## src/verilog/pcie_dma_pkg.sv

```systemverilog
package pcie_dma_pkg;

    // Defaults for the flow index and ring-buffer address widths.
    localparam int FLOW_IDX_WIDTH = 4;
    localparam int RB_AWIDTH = 8;

    typedef logic [FLOW_IDX_WIDTH-1:0] flow_id_t;
    typedef logic [1:0] dsc_q_id_t;
    typedef logic [15:0] pkt_size_t;

    // One extra bit so that a full ring can be told apart from an empty one.
    typedef logic [RB_AWIDTH:0] rb_ptr_t;

    typedef logic [31:0] cnt_t;

    // Metadata for a packet arriving from the network side.
    typedef struct packed {
        dsc_q_id_t dsc_q_id;
        flow_id_t  flow_id;
        pkt_size_t size;
    } rx_meta_t;

    // Entry of the input queue in front of the packet queue manager.
    typedef struct packed {
        dsc_q_id_t dsc_q_id;
        flow_id_t  flow_id;
        pkt_size_t size;
        logic      descriptor_only;
        logic      needs_dsc;
    } queued_meta_t;

    // Descriptor handed to the DMA side, with the slot the packet goes to.
    typedef struct packed {
        dsc_q_id_t dsc_q_id;
        flow_id_t  flow_id;
        pkt_size_t size;
        logic      descriptor_only;
        logic      needs_dsc;
        rb_ptr_t   tail;
    } rx_dsc_t;

endpackage

```

## src/verilog/pcie_mmio_pkg.sv

```systemverilog
package pcie_mmio_pkg;

    typedef logic [31:0] mmio_addr_t;
    typedef logic [63:0] mmio_be_t;

    // A single host write as seen on the BAR. The data itself is not needed
    // here, only where it lands and which bytes it touches.
    typedef struct packed {
        mmio_addr_t addr;
        logic       write;
        mmio_be_t   byteenable;
    } mmio_write_t;

    // Every packet queue owns one 4 KB page of registers.
    localparam int QUEUE_ID_LSB = 12;

    // Bytes per register within a queue page.
    localparam int REG_SIZE = 4;

    // The head pointer is the second register of the page.
    localparam int HEAD_REG_IDX = 1;

    localparam int QUEUE_IDX_WIDTH = $bits(mmio_addr_t) - QUEUE_ID_LSB;

    typedef logic [QUEUE_IDX_WIDTH-1:0] queue_idx_t;

endpackage

```

## src/verilog/head_upd_monitor.sv

```systemverilog
`timescale 1ns/1ps

module head_upd_monitor
    import pcie_dma_pkg::*;
    import pcie_mmio_pkg::*;
#(
    parameter int NB_FLOWS = 16,
    parameter int HEAD_UPD_QUEUE_LEN = 16
) (
    input  logic            pcie_clk,
    input  logic            pcie_reset_n,
    input  var mmio_write_t mmio,
    output flow_id_t        upd_flow,
    output logic            upd_valid,
    input  logic            upd_ready,
    output cnt_t            ignored_cnt
);

logic [$clog2(HEAD_UPD_QUEUE_LEN)+1:0] queue_occup;
logic       queue_almost_full;
queue_idx_t queue_idx;
logic       head_wr;
flow_id_t   push_flow;
logic       push_valid;

assign queue_idx = mmio.addr[QUEUE_ID_LSB +: QUEUE_IDX_WIDTH];

// Only a full-width write to the head register of an existing queue counts.
always_comb begin
    head_wr = 1'b0;
    if (mmio.write && (queue_idx < NB_FLOWS)) begin
        head_wr = mmio.byteenable[HEAD_REG_IDX*REG_SIZE +: REG_SIZE] == {REG_SIZE{1'b1}};
    end
end

assign queue_almost_full = queue_occup > HEAD_UPD_QUEUE_LEN - 4;

always_ff @(posedge pcie_clk) begin
    push_flow <= queue_idx[FLOW_IDX_WIDTH-1:0];
end

// The host may rewrite a head faster than we drain it. Past the margin the
// update is dropped and only counted.
always_ff @(posedge pcie_clk) begin
    if (!pcie_reset_n) begin
        push_valid <= 1'b0;
        ignored_cnt <= '0;
    end else begin
        push_valid <= head_wr && !queue_almost_full;
        if (head_wr && queue_almost_full) begin
            ignored_cnt <= ignored_cnt + 1'b1;
        end
    end
end

sync_fifo #(
    .WIDTH ($bits(flow_id_t)),
    .DEPTH (HEAD_UPD_QUEUE_LEN)
) i_head_upd_queue (
    .pcie_clk     (pcie_clk),
    .pcie_reset_n (pcie_reset_n),
    .in_data      (push_flow),
    .in_valid     (push_valid),
    .in_ready     (),
    .out_data     (upd_flow),
    .out_valid    (upd_valid),
    .out_ready    (upd_ready),
    .occup        (queue_occup)
);

endmodule

```

## src/verilog/meta_merger.sv

```systemverilog
`timescale 1ns/1ps

module meta_merger
    import pcie_dma_pkg::*;
#(
    parameter int IN_QUEUE_LEN = 8
) (
    input  logic             pcie_clk,
    input  logic             pcie_reset_n,
    input  flow_id_t         upd_flow,
    input  logic             upd_valid,
    output logic             upd_ready,
    input  var rx_meta_t     rx_meta,
    input  logic             rx_meta_valid,
    output logic             rx_meta_ready,
    output queued_meta_t     q_meta,
    output logic             q_valid,
    input  logic             q_ready,
    output cnt_t             head_upd_cnt
);

logic [$clog2(IN_QUEUE_LEN)+1:0] in_queue_occup;
logic         in_queue_almost_full;
logic         merge;
logic         upd_take;
logic         meta_take;
queued_meta_t entry;
queued_meta_t push_meta;
logic         push_valid;

// Leave room for the entry that is still on its way into the queue.
assign in_queue_almost_full = in_queue_occup > IN_QUEUE_LEN - 4;

// Head updates win over metadata. When the next packet goes to the same
// flow, both are taken together and the packet carries the descriptor.
always_comb begin
    upd_ready = 1'b0;
    rx_meta_ready = 1'b0;
    merge = 1'b0;
    if (!in_queue_almost_full) begin
        upd_ready = 1'b1;
        if (upd_valid) begin
            merge = rx_meta_valid && (rx_meta.flow_id == upd_flow);
            rx_meta_ready = merge;
        end else begin
            rx_meta_ready = 1'b1;
        end
    end
end

assign upd_take = upd_valid & upd_ready;
assign meta_take = rx_meta_valid & rx_meta_ready;

// A head update on its own turns into a descriptor-only entry, which keeps
// it ordered with respect to every packet around it.
always_comb begin
    if (meta_take) begin
        entry.dsc_q_id = rx_meta.dsc_q_id;
        entry.flow_id = rx_meta.flow_id;
        entry.size = rx_meta.size;
        entry.descriptor_only = 1'b0;
        entry.needs_dsc = merge;
    end else begin
        entry.dsc_q_id = '0;
        entry.flow_id = upd_flow;
        entry.size = '0;
        entry.descriptor_only = 1'b1;
        entry.needs_dsc = 1'b0;
    end
end

always_ff @(posedge pcie_clk) begin
    push_meta <= entry;
end

always_ff @(posedge pcie_clk) begin
    if (!pcie_reset_n) begin
        push_valid <= 1'b0;
        head_upd_cnt <= '0;
    end else begin
        push_valid <= upd_take | meta_take;
        if (upd_take) begin
            head_upd_cnt <= head_upd_cnt + 1'b1;
        end
    end
end

sync_fifo #(
    .WIDTH ($bits(queued_meta_t)),
    .DEPTH (IN_QUEUE_LEN)
) i_in_queue (
    .pcie_clk     (pcie_clk),
    .pcie_reset_n (pcie_reset_n),
    .in_data      (push_meta),
    .in_valid     (push_valid),
    .in_ready     (),
    .out_data     (q_meta),
    .out_valid    (q_valid),
    .out_ready    (q_ready),
    .occup        (in_queue_occup)
);

// A merged entry must come from a head update for the very same flow.
assert property (@(posedge pcie_clk) disable iff (!pcie_reset_n)
    (push_valid && push_meta.needs_dsc) |->
        $past(upd_take) && ($past(upd_flow) == push_meta.flow_id))
    else $error("meta_merger: merged entry does not match the head update");

endmodule

```

## src/verilog/pcie_rx_top.sv

```systemverilog
`timescale 1ns/1ps

module pcie_rx_top
    import pcie_dma_pkg::*;
    import pcie_mmio_pkg::*;
#(
    parameter int NB_FLOWS = 2**FLOW_IDX_WIDTH,
    parameter int HEAD_UPD_QUEUE_LEN = 16,
    parameter int IN_QUEUE_LEN = 8
) (
    input  logic            pcie_clk,
    input  logic            pcie_reset_n,

    // Host writes to the BAR.
    input  var mmio_write_t mmio,

    input  var rx_meta_t    rx_meta,
    input  logic            rx_meta_valid,
    output logic            rx_meta_ready,

    input  rb_ptr_t         pkt_rb_size,

    output rx_dsc_t         rx_dsc,
    output logic            rx_dsc_valid,
    input  logic            rx_dsc_ready,

    output cnt_t            rx_ignored_head_cnt,
    output cnt_t            rx_pkt_head_upd_cnt
);

flow_id_t     upd_flow;
logic         upd_valid;
logic         upd_ready;
queued_meta_t q_meta;
logic         q_valid;
logic         q_ready;

head_upd_monitor #(
    .NB_FLOWS           (NB_FLOWS),
    .HEAD_UPD_QUEUE_LEN (HEAD_UPD_QUEUE_LEN)
) i_head_upd_monitor (
    .pcie_clk     (pcie_clk),
    .pcie_reset_n (pcie_reset_n),
    .mmio         (mmio),
    .upd_flow     (upd_flow),
    .upd_valid    (upd_valid),
    .upd_ready    (upd_ready),
    .ignored_cnt  (rx_ignored_head_cnt)
);

meta_merger #(
    .IN_QUEUE_LEN (IN_QUEUE_LEN)
) i_meta_merger (
    .pcie_clk      (pcie_clk),
    .pcie_reset_n  (pcie_reset_n),
    .upd_flow      (upd_flow),
    .upd_valid     (upd_valid),
    .upd_ready     (upd_ready),
    .rx_meta       (rx_meta),
    .rx_meta_valid (rx_meta_valid),
    .rx_meta_ready (rx_meta_ready),
    .q_meta        (q_meta),
    .q_valid       (q_valid),
    .q_ready       (q_ready),
    .head_upd_cnt  (rx_pkt_head_upd_cnt)
);

pkt_queue_manager #(
    .NB_FLOWS (NB_FLOWS)
) i_pkt_queue_manager (
    .pcie_clk     (pcie_clk),
    .pcie_reset_n (pcie_reset_n),
    .pkt_rb_size  (pkt_rb_size),
    .q_meta       (q_meta),
    .q_valid      (q_valid),
    .q_ready      (q_ready),
    .rx_dsc       (rx_dsc),
    .rx_dsc_valid (rx_dsc_valid),
    .rx_dsc_ready (rx_dsc_ready)
);

endmodule

```

## src/verilog/pkt_queue_manager.sv

```systemverilog
`timescale 1ns/1ps

module pkt_queue_manager
    import pcie_dma_pkg::*;
#(
    parameter int NB_FLOWS = 16
) (
    input  logic             pcie_clk,
    input  logic             pcie_reset_n,
    input  rb_ptr_t          pkt_rb_size,
    input  var queued_meta_t q_meta,
    input  logic             q_valid,
    output logic             q_ready,
    output rx_dsc_t          rx_dsc,
    output logic             rx_dsc_valid,
    input  logic             rx_dsc_ready
);

rb_ptr_t tails [NB_FLOWS];
rb_ptr_t cur_tail;
rb_ptr_t inc_tail;
rb_ptr_t next_tail;
logic    take;

// The output register frees up in the same cycle it is read.
assign q_ready = !rx_dsc_valid || rx_dsc_ready;
assign take = q_valid && q_ready;

assign cur_tail = tails[q_meta.flow_id];
assign inc_tail = cur_tail + 1'b1;
assign next_tail = (inc_tail >= pkt_rb_size) ? '0 : inc_tail;

always_ff @(posedge pcie_clk) begin
    if (take) begin
        rx_dsc.dsc_q_id <= q_meta.dsc_q_id;
        rx_dsc.flow_id <= q_meta.flow_id;
        rx_dsc.size <= q_meta.size;
        rx_dsc.descriptor_only <= q_meta.descriptor_only;
        rx_dsc.needs_dsc <= q_meta.needs_dsc;
        rx_dsc.tail <= cur_tail;
    end
end

// A descriptor-only entry reports the tail but takes no slot in the ring.
always_ff @(posedge pcie_clk) begin
    if (!pcie_reset_n) begin
        for (int i = 0; i < NB_FLOWS; i++) begin
            tails[i] <= '0;
        end
        rx_dsc_valid <= 1'b0;
    end else begin
        if (take && !q_meta.descriptor_only) begin
            tails[q_meta.flow_id] <= next_tail;
        end
        if (take) begin
            rx_dsc_valid <= 1'b1;
        end else if (rx_dsc_ready) begin
            rx_dsc_valid <= 1'b0;
        end
    end
end

// A stalled descriptor must not change under the consumer.
assert property (@(posedge pcie_clk) disable iff (!pcie_reset_n)
    (rx_dsc_valid && !rx_dsc_ready) |=> rx_dsc_valid && $stable(rx_dsc))
    else $error("pkt_queue_manager: descriptor changed while stalled");

endmodule

```

## src/verilog/sync_fifo.sv

```systemverilog
`timescale 1ns/1ps

module sync_fifo #(
    parameter int WIDTH = 8,
    parameter int DEPTH = 16
) (
    input  logic                     pcie_clk,
    input  logic                     pcie_reset_n,
    input  logic [WIDTH-1:0]         in_data,
    input  logic                     in_valid,
    output logic                     in_ready,
    output logic [WIDTH-1:0]         out_data,
    output logic                     out_valid,
    input  logic                     out_ready,
    output logic [$clog2(DEPTH)+1:0] occup
);

localparam int AW = $clog2(DEPTH);
localparam int OW = AW + 2;

logic [WIDTH-1:0] mem [DEPTH];
logic [AW-1:0]    wr_ptr;
logic [AW-1:0]    rd_ptr;
logic [AW:0]      mem_cnt;
logic             push;
logic             load;

assign in_ready = (mem_cnt != DEPTH);
assign push = in_valid & in_ready;

// The output register refills from memory whenever it is empty or drained.
assign load = (mem_cnt != 0) && (!out_valid || out_ready);

// Entries in memory plus the one waiting in the output register.
assign occup = OW'(mem_cnt) + OW'(out_valid);

always_ff @(posedge pcie_clk) begin
    if (push) begin
        mem[wr_ptr] <= in_data;
    end
    if (load) begin
        out_data <= mem[rd_ptr];
    end
end

always_ff @(posedge pcie_clk) begin
    if (!pcie_reset_n) begin
        wr_ptr <= '0;
        rd_ptr <= '0;
        mem_cnt <= '0;
        out_valid <= 1'b0;
    end else begin
        if (push) begin
            wr_ptr <= (wr_ptr == AW'(DEPTH - 1)) ? '0 : wr_ptr + 1'b1;
        end
        if (load) begin
            rd_ptr <= (rd_ptr == AW'(DEPTH - 1)) ? '0 : rd_ptr + 1'b1;
        end

        case ({push, load})
            2'b10: mem_cnt <= mem_cnt + 1'b1;
            2'b01: mem_cnt <= mem_cnt - 1'b1;
            default: mem_cnt <= mem_cnt;
        endcase

        if (load) begin
            out_valid <= 1'b1;
        end else if (out_ready) begin
            out_valid <= 1'b0;
        end
    end
end

// Writers keep their own almost-full margin, so a push never meets a full queue.
assert property (@(posedge pcie_clk) disable iff (!pcie_reset_n)
    in_valid |-> in_ready)
    else $error("sync_fifo: push while the queue is full");

// A pop from an empty memory would wrap the count past DEPTH.
assert property (@(posedge pcie_clk) disable iff (!pcie_reset_n)
    mem_cnt <= DEPTH)
    else $error("sync_fifo: occupancy count out of range after a pop");

endmodule
```

## config.mk

```make
export PLATFORM = sky130hd
export DESIGN_NAME = pcie_rx_top
export DESIGN_NICKNAME = d
export VERILOG_FILES = /design/src/verilog/pcie_dma_pkg.sv /design/src/verilog/pcie_mmio_pkg.sv /design/src/verilog/head_upd_monitor.sv /design/src/verilog/meta_merger.sv /design/src/verilog/pcie_rx_top.sv /design/src/verilog/pkt_queue_manager.sv /design/src/verilog/sync_fifo.sv
export SDC_FILE = /design/constraint.sdc
export NUM_CORES = 1
export LEC_CHECK = 0
export BUFFER_PORTS_ARGS = -buffer_cell sky130_fd_sc_hd__buf_2
export CAP_MARGIN = 20
export CORE_ASPECT_RATIO = 0.7
export CORE_UTILIZATION = 55
export DETAILED_ROUTE_END_ITERATION = 16
export GPL_TIMING_DRIVEN = 0
export HOLD_SLACK_MARGIN = 0.06
export PLACE_DENSITY_LB_ADDON = 0.3
export SETUP_SLACK_MARGIN = 0.02
export SLEW_MARGIN = 30
export SYNTH_ARGS = -nofsm -noshare
export SYNTH_HDL_FRONTEND = slang
export SYNTH_SLANG_ARGS = --single-unit
```

## constraint.sdc

```tcl
create_clock -name pcie_clk -period 5.5 [get_ports pcie_clk]
set_input_delay 0.275 -clock pcie_clk [delete_from_list [all_inputs] [get_ports pcie_clk]]
set_output_delay 0.275 -clock pcie_clk [all_outputs]
set_load 0.1 [all_outputs]
```

Word-level counts from Yosys, hierarchy flattened
Memories as Yosys holds them, arrays and structs flattened. A register that Yosys moved wholly into a read port is not among the register bits.
Cells that the tools add are included.

word-level totals
  input port bits = 132
  word-level logic and storage cells = 120
  RAM bits = 400
  flip-flop bits (word level) = 153
  memories = 3
  output and inout port bits = 99

operators by class
  reduce and logical (&&, ||, !) cells = 24
  $add $sub $neg = 13
  multiplexer cells = 31
  equality and inequality tests = 13
  bitwise logic cells = 7
  order comparisons = 4

memory list
  memory                                   words  width  rd ports  clocked after Yosys merged registers in  write ports  line                     text
  i_meta_merger.i_in_queue.mem             8      24     1         1                                        1            sync_fifo.sv:21          logic [WIDTH-1:0] mem [DEPTH];
  i_pkt_queue_manager.tails                16     9      1         0                                        16           pkt_queue_manager.sv:19  rb_ptr_t tails [NB_FLOWS];
  i_head_upd_monitor.i_head_upd_queue.mem  16     4      1         1                                        1            sync_fifo.sv:21

operators with widths
  operator                                                      number
  adder 32 x 1 -> 32 bit (second input constant)                2
  two-way mux 22 bit                                            1
  two-way mux 1 bit                                             21
  less-than comparator 20 x 5 -> 1 bit (second input constant)  1
  two-way mux 9 bit                                             2
  adder 4 x 1 -> 4 bit (second input constant)                  3
  == test 4 bit (second input constant)                         3
  two-way mux 4 bit                                             3
  one-hot mux 5 bit (2 select lines)                            1
  adder 9 x 1 -> 9 bit (second input constant)                  1
  greater-or-equal comparator 9 bit                             1
  OR reduction 9 bit                                            1
  logical AND 1 bit                                             8
  one-hot mux 4 bit (2 select lines)                            1
  nonzero test 2 bit                                            4
  adder 3 x 1 -> 3 bit (second input constant)                  2
  adder 5 x 1 -> 6 bit                                          1
  == test 3 bit (second input constant)                         2
  > comparator 6 x 4 -> 1 bit (second input constant)           1
  two-way mux 3 bit                                             2
  adder 4 x 1 -> 5 bit                                          1
  adder 5 x 1 -> 5 bit (second input constant)                  1
  > comparator 5 x 3 -> 1 bit (second input constant)           1
  zero test 1 bit                                               5
  other kinds (15)                                              23

Depth between registers and ports, before layout
  depth after elaboration = 9
  gate-level depth with buffers = 20
  gate-level depth less buffers = 15

By module
Synthesis repeated with hierarchy kept, for this count alone.

second synthesis, totals
  cell total of the unflattened synthesis = 1640
  area, all modules = 24657.4 um^2

modules (own cells, without submodules)
  module                                           instances  cells an instance  area each (um^2)  seq. area each (um^2)
  sync_fifo (i_meta_merger.i_in_queue)             1          385                8822.2            6706.4
  pkt_queue_manager                                1          559                8091.5            5335.1
  sync_fifo (i_head_upd_monitor.i_head_upd_queue)  1          237                3584.7            2322.2
  meta_merger                                      1          259                2416.1            1141.1
  head_upd_monitor                                 1          200                1742.9            740.7

Least setup slack after synthesis
Ideal clock, no wire load.

  kind = register -> register
  start point = reg i_meta_merger.i_in_queue.out_data[18] (read register of i_meta_merger.i_in_queue.mem)
  end point = mem i_pkt_queue_manager.tails[10][5] (netlist bit) (data pin)
  library setup time = 0.148 ns
  path slack = 0.918 ns
  data required time = 5.352 ns
  path buffers = 4
  data arrival time = 4.434 ns
  stages on the path, launching flop included = 20
  period minus slack after synthesis = 4.582 ns
  path through = edfxtp_1 -> buf_6 -> buf_6 -> mux4_2 -> a22oi_1 -> nand2_1 -> ha_1 -> inv_1 -> a41oi_1 -> nand4_1 -> xor2_1 -> buf_2 -> inv_1 -> ha_1 -> a2111oi_0 -> o21ai_0 -> a21oi_1 -> clkbuf_1 -> o21bai_1 -> a21oi_1

RTL lines
  item                line                     text
  start: declaration  sync_fifo.sv:12          output logic [WIDTH-1:0] out_data,
  end: declaration    pkt_queue_manager.sv:19

==> results.py <==
metrics = {
    "sta": {
        "hold_viol": 0,
        "period_share_pct": 94.48,
        "fmax_mhz": 192.4,
        "post-route-min-period_ns": 5.196,
        "slew_viol_final": 0,
        "tightest_slew_ns": 1.027,
        "whs_ns": 0.1318,
        "skew_ns": 0.01055,
        "finalSetupViolations": 0,
        "worst_slew_margin_rel_pct": 30.59,
        "fin_setup_tns_ns": 0,
    },
    "cells_and_area": {
        "antenna_cells": 0,
        "fill_cells": 2937,
        "drive_above_1_share_pct": 24.56,
        "nets": 2010,
        "syn2layout_area_growth_pct": 16.64,
    },
    "routing": {
        "vias": 14690,
        "routed_via_density": 6.018,
        "drc": 0,
        "ant_nets": 0,
        "routedWlPerCell_um": 22.24,
        "dr.first_iter.drc_count": 1314,
        "drt-pass1-iter-count": 5,
        "finalWirelength_um": 54290,
    },
    "critical_path": {
        "cp.required_ns": 5.92,
        "r2r_setup_slack_ns": 0.30,
        "cp_slowest_stage_delay_ns": 0.59,
        "start_kind": "flip-flop",
        "crit_chain": "nor2b_1 > buf_1 > a22oi_1 > nand2_1 > ha_1 > inv_1 > a41oi_1 > nand4_1 > buf_4 > o21ai_2 > buf_2 > nand2_1 > ha_1 > a2111oi_1 > o21ai_1 > a21oi_4 > clkbuf_4 > o21bai_1 > a21oi_1",
        "cp_max_fo": 10,
        "crit_type": "flip-flop to flip-flop",
        "worstPathArrival_ns": 5.62,
        "end_kind": "flip-flop",
        "crit_slowest_cell": "edfxtp_1",
    },
    "pwr": {
        "power.leakage_nw": 9.843,
        "switching_share_pct": 35.52,
        "ir_worst_vdd_v": 0.0003051,
        "combPwrFrac_pct": 33.9,
        "seqPwrFrac_pct": 40.4,
        "p_int_mw": 9.111,
        "p_sw_mw": 5.019,
        "pwr-share-clk_pct": 25.7,
        "power.density_nw_per_um2": 509.6,
    },
    "global_routing": {
        "grt_pass1_wl_um": 83260,
        "antenna_found_initial": 1,
        "grt-ovfl-total": 0,
        "grt_pass1_vias": 14605,
        "track_usage_pct": 24.85,
        "grt_max_degree": 20,
    },
    "floorplanning": {
        "core_um2": 42490,
        "rows": 63,
        "io_pins": 231,
        "die_x_um": 250.5,
        "die_area_um2": 44070,
        "die_h_um": 176.0,
        "initial_core_util_pct": 55.96,
    },
    "hold_path": {
        "min_path_type": "primary input to flip-flop",
    },
    "placement": {
        "dp_hpwl_um": 37070,
        "io_buffers": 157,
        "place.gp.congestion": 0.8457,
    },
    "clock_tree": {
        "tritoncts": "built",
        "insertion_delay_ns": 0.59,
        "cts_sinks": 581,
        "cts-buffers-inserted": 53,
        "cts_max_level": 2,
        "cts_root_buf": "clkbuf_16",
        "clk_path_buf_depth": 3,
        "clk_pin_slew_ns": 0.07,
    },
    "logic_synthesis": {
        "synth_flop_cell": "edfxtp_1",
        "syn_inst": 1572,
        "synthArstFlopShare_pct": 0,
        "muxShareOfSynthArea_pct": 11.78,
        "synth-compound-area-share_pct": 5.173,
        "synth_warnings": 0,
        "syn_nets": 1738,
        "synthSimpleGateAreaFrac_pct": 9.147,
        "ys_types": 56,
        "yosys.area_share.xor_xnor_pct": 1.768,
        "synth-seq-area-share_pct": 68.33,
        "synth_top_family_by_area": "multiplexers",
        "netlist_area_um2": 23770,
        "postSynthAreaPerCell_um2": 15.12,
        "synth.ff_latch_count": 581,
        "synth-edff-count": 461,
        "synth_adder_area_share_pct": 1.853,
    },
    "run": {
        "maxCapViolCount": 0,
    },
    "run_status": {
        "status": "finished, final reports clean",
    },
}
-- synthesized netlist by cell type (3+ instances only) --
cell type / count / area [um^2]
a21o_1: 5 / 37.54
a21oi_1: 89 / 445.4
a21oi_2: 9 / 78.83
a22oi_1: 14 / 105.1
and2_1: 7 / 43.79
and3_1: 30 / 187.7
and4_1: 6 / 52.55
buf_1: 12 / 45.04
buf_2: 10 / 50.05
buf_6: 6 / 67.56
clkbuf_1: 50 / 187.7
dfxtp_1: 120 / 2402
edfxtp_1: 461 / 13840
ha_1: 32 / 400.4
inv_1: 29 / 108.9
mux2_2: 28 / 315.3
mux2i_1: 12 / 120.1
mux4_2: 105 / 2365
nand2_1: 81 / 304.0
nand2b_1: 11 / 68.82
nand3_1: 34 / 170.2
nand3b_1: 4 / 30.03
nand4_1: 20 / 125.1
nor2_1: 185 / 694.4
nor2b_1: 8 / 50.05
nor3_1: 20 / 100.1
nor4_1: 9 / 56.30
nor4b_1: 4 / 35.03
o2111ai_1: 4 / 35.03
o211ai_1: 6 / 45.04
o21a_1: 3 / 22.52
o21ai_0: 32 / 160.2
o21ai_1: 4 / 20.02
o21bai_1: 14 / 105.1
o31ai_1: 6 / 45.04
or3_1: 26 / 162.7
or4_1: 7 / 52.55
xnor2_1: 16 / 140.1
xor2_1: 32 / 280.3
-- critical path: cells and delay by family, from the launching register on --
kind / cells / cell delay, ns
AOI/OAI and AO/OA: 8 / 1.96
adders and majority gates: 2 / 0.46
buffers and inverters: 5 / 1.35
DFF: 1 / 0.59
and+or+nand+nor: 4 / 0.66
-- final timing paths --
kind	to	startpoint	cells past startpoint
hold / removal	i_meta_merger.push_meta[0]$_SDFF_PP0_	rx_meta_valid	4
setup / recovery	i_pkt_queue_manager.tails[12][5]$_SDFFCE_PN0P_	i_meta_merger.i_in_queue.out_data[21]$_DFFE_PP_	19
hold reg to reg	i_pkt_queue_manager.rx_dsc[12]$_DFFE_PP_	i_meta_merger.i_in_queue.out_data[3]$_DFFE_PP_	0
setup reg to reg	i_pkt_queue_manager.tails[12][5]$_SDFFCE_PN0P_	i_meta_merger.i_in_queue.out_data[21]$_DFFE_PP_	19
-- layout by cell type (no fill, tap or decap), drive strengths merged, types with 5 or more instances in the layout --
cell,instances
a21o,5
xnor2,16
o211ai,6
buf,219
or4,7
clkbuf,133
xor2,32
edfxtp,461
nand4,20
nor3,20
and2,7
and4,6
mux4,105
o21ai,36
inv,32
mux2i,12
nor2,185
nand3,34
mux2,28
o31ai,7
ha,32
or3,26
nand2b,11
nand2,81
o21bai,14
a21oi,98
dlygate4sd3,26
and3,30
nor2b,8
nor4,9
a22oi,14
dfxtp,120
clkinv,12
-- cell families after synthesis --
group	Yosys count
AO/OA/AOI/OAI	199
AND/OR/NAND/NOR	457
adder cells (fa/ha/maj)	34
multiplexers	145
XOR/XNOR	48
flip-flops	581
buffers and inverters	108
-- routing by layer --
metal  vias to the layer above  track usage (%)  wire length (um)
met5                         -                0                 0
met4                         0            6.774              1101
met3                        87            4.673              4042
met2                       608            39.13             25420
met1                      7407            35.90             23730
li1                       6588                -                 -
-- power groups by stage --
stage	Combinational, mW	Sequential (mW)	Clock [mW]
4_1_cts	4.69	5.71	3.68
3_3_place_gp	4.33	5.79	0
2_1_floorplan	2.65	6.37	0
6_report	4.78	5.71	3.63
3_5_place_dp	4.56	5.80	0
5_1_grt	5.10	5.76	3.85
-- state kept, by name, summed over array words and instances (netlist names), 4 cells and up --
register / cells
i_head_upd_monitor.i_head_upd_queue.mem: 64
i_head_upd_monitor.i_head_upd_queue.mem_cnt: 5
i_head_upd_monitor.i_head_upd_queue.out_data: 4
i_head_upd_monitor.i_head_upd_queue.rd_ptr: 4
i_head_upd_monitor.i_head_upd_queue.wr_ptr: 4
i_head_upd_monitor.ignored_cnt: 32
i_head_upd_monitor.push_flow: 4
i_meta_merger.head_upd_cnt: 32
i_meta_merger.i_in_queue.mem: 192
i_meta_merger.i_in_queue.mem_cnt: 4
i_meta_merger.i_in_queue.out_data: 24
i_meta_merger.push_meta: 24
i_pkt_queue_manager.rx_dsc: 33
i_pkt_queue_manager.tails: 144
-- layout make-up --
type / instances / area (um^2) / area share, %
Buffer: 77 / 364.1 / 1.313
Sequential cell: 581 / 16250 / 58.58
Multi-Input combinational cell: 883 / 7202 / 25.97
Timing Repair Buffer: 218 / 1408 / 5.076
Clock buffer: 83 / 1521 / 5.487
Inverter: 30 / 112.6 / 0.4061
Clock inverter: 17 / 186.4 / 0.6723
Tap cell: 552 / 690.7 / 2.491
-- per-stage QoR --
stage                     total power, mW  setup slack (ns)  utilization [%]  std cells  instance area (um^2)
after floorplan                     9.023            0.9182                -       1572                 23770
after global placement              10.12           -0.8397            59.43       2281                 25250
after detailed placement            10.36           -0.8883            60.34       2310                 25640
after CTS                           14.08           0.03429            65.12       2438                 27670
after global routing                14.71          -0.06579            65.27       2441                 27730
final                               14.13            0.3038            65.27       2441                 27730
-- what timing repair did --
action | 4_1_cts | 5_1_grt
endpoints found under the hold margin | 26 | 0
hold buffers | 26 | 0
gates resized for setup | 12 | 15
buffers inserted | 2 | 4
endpoints found under the setup margin | 144 | 144
pin swaps | 0 | 2
(Power assumes the default switching activity.)
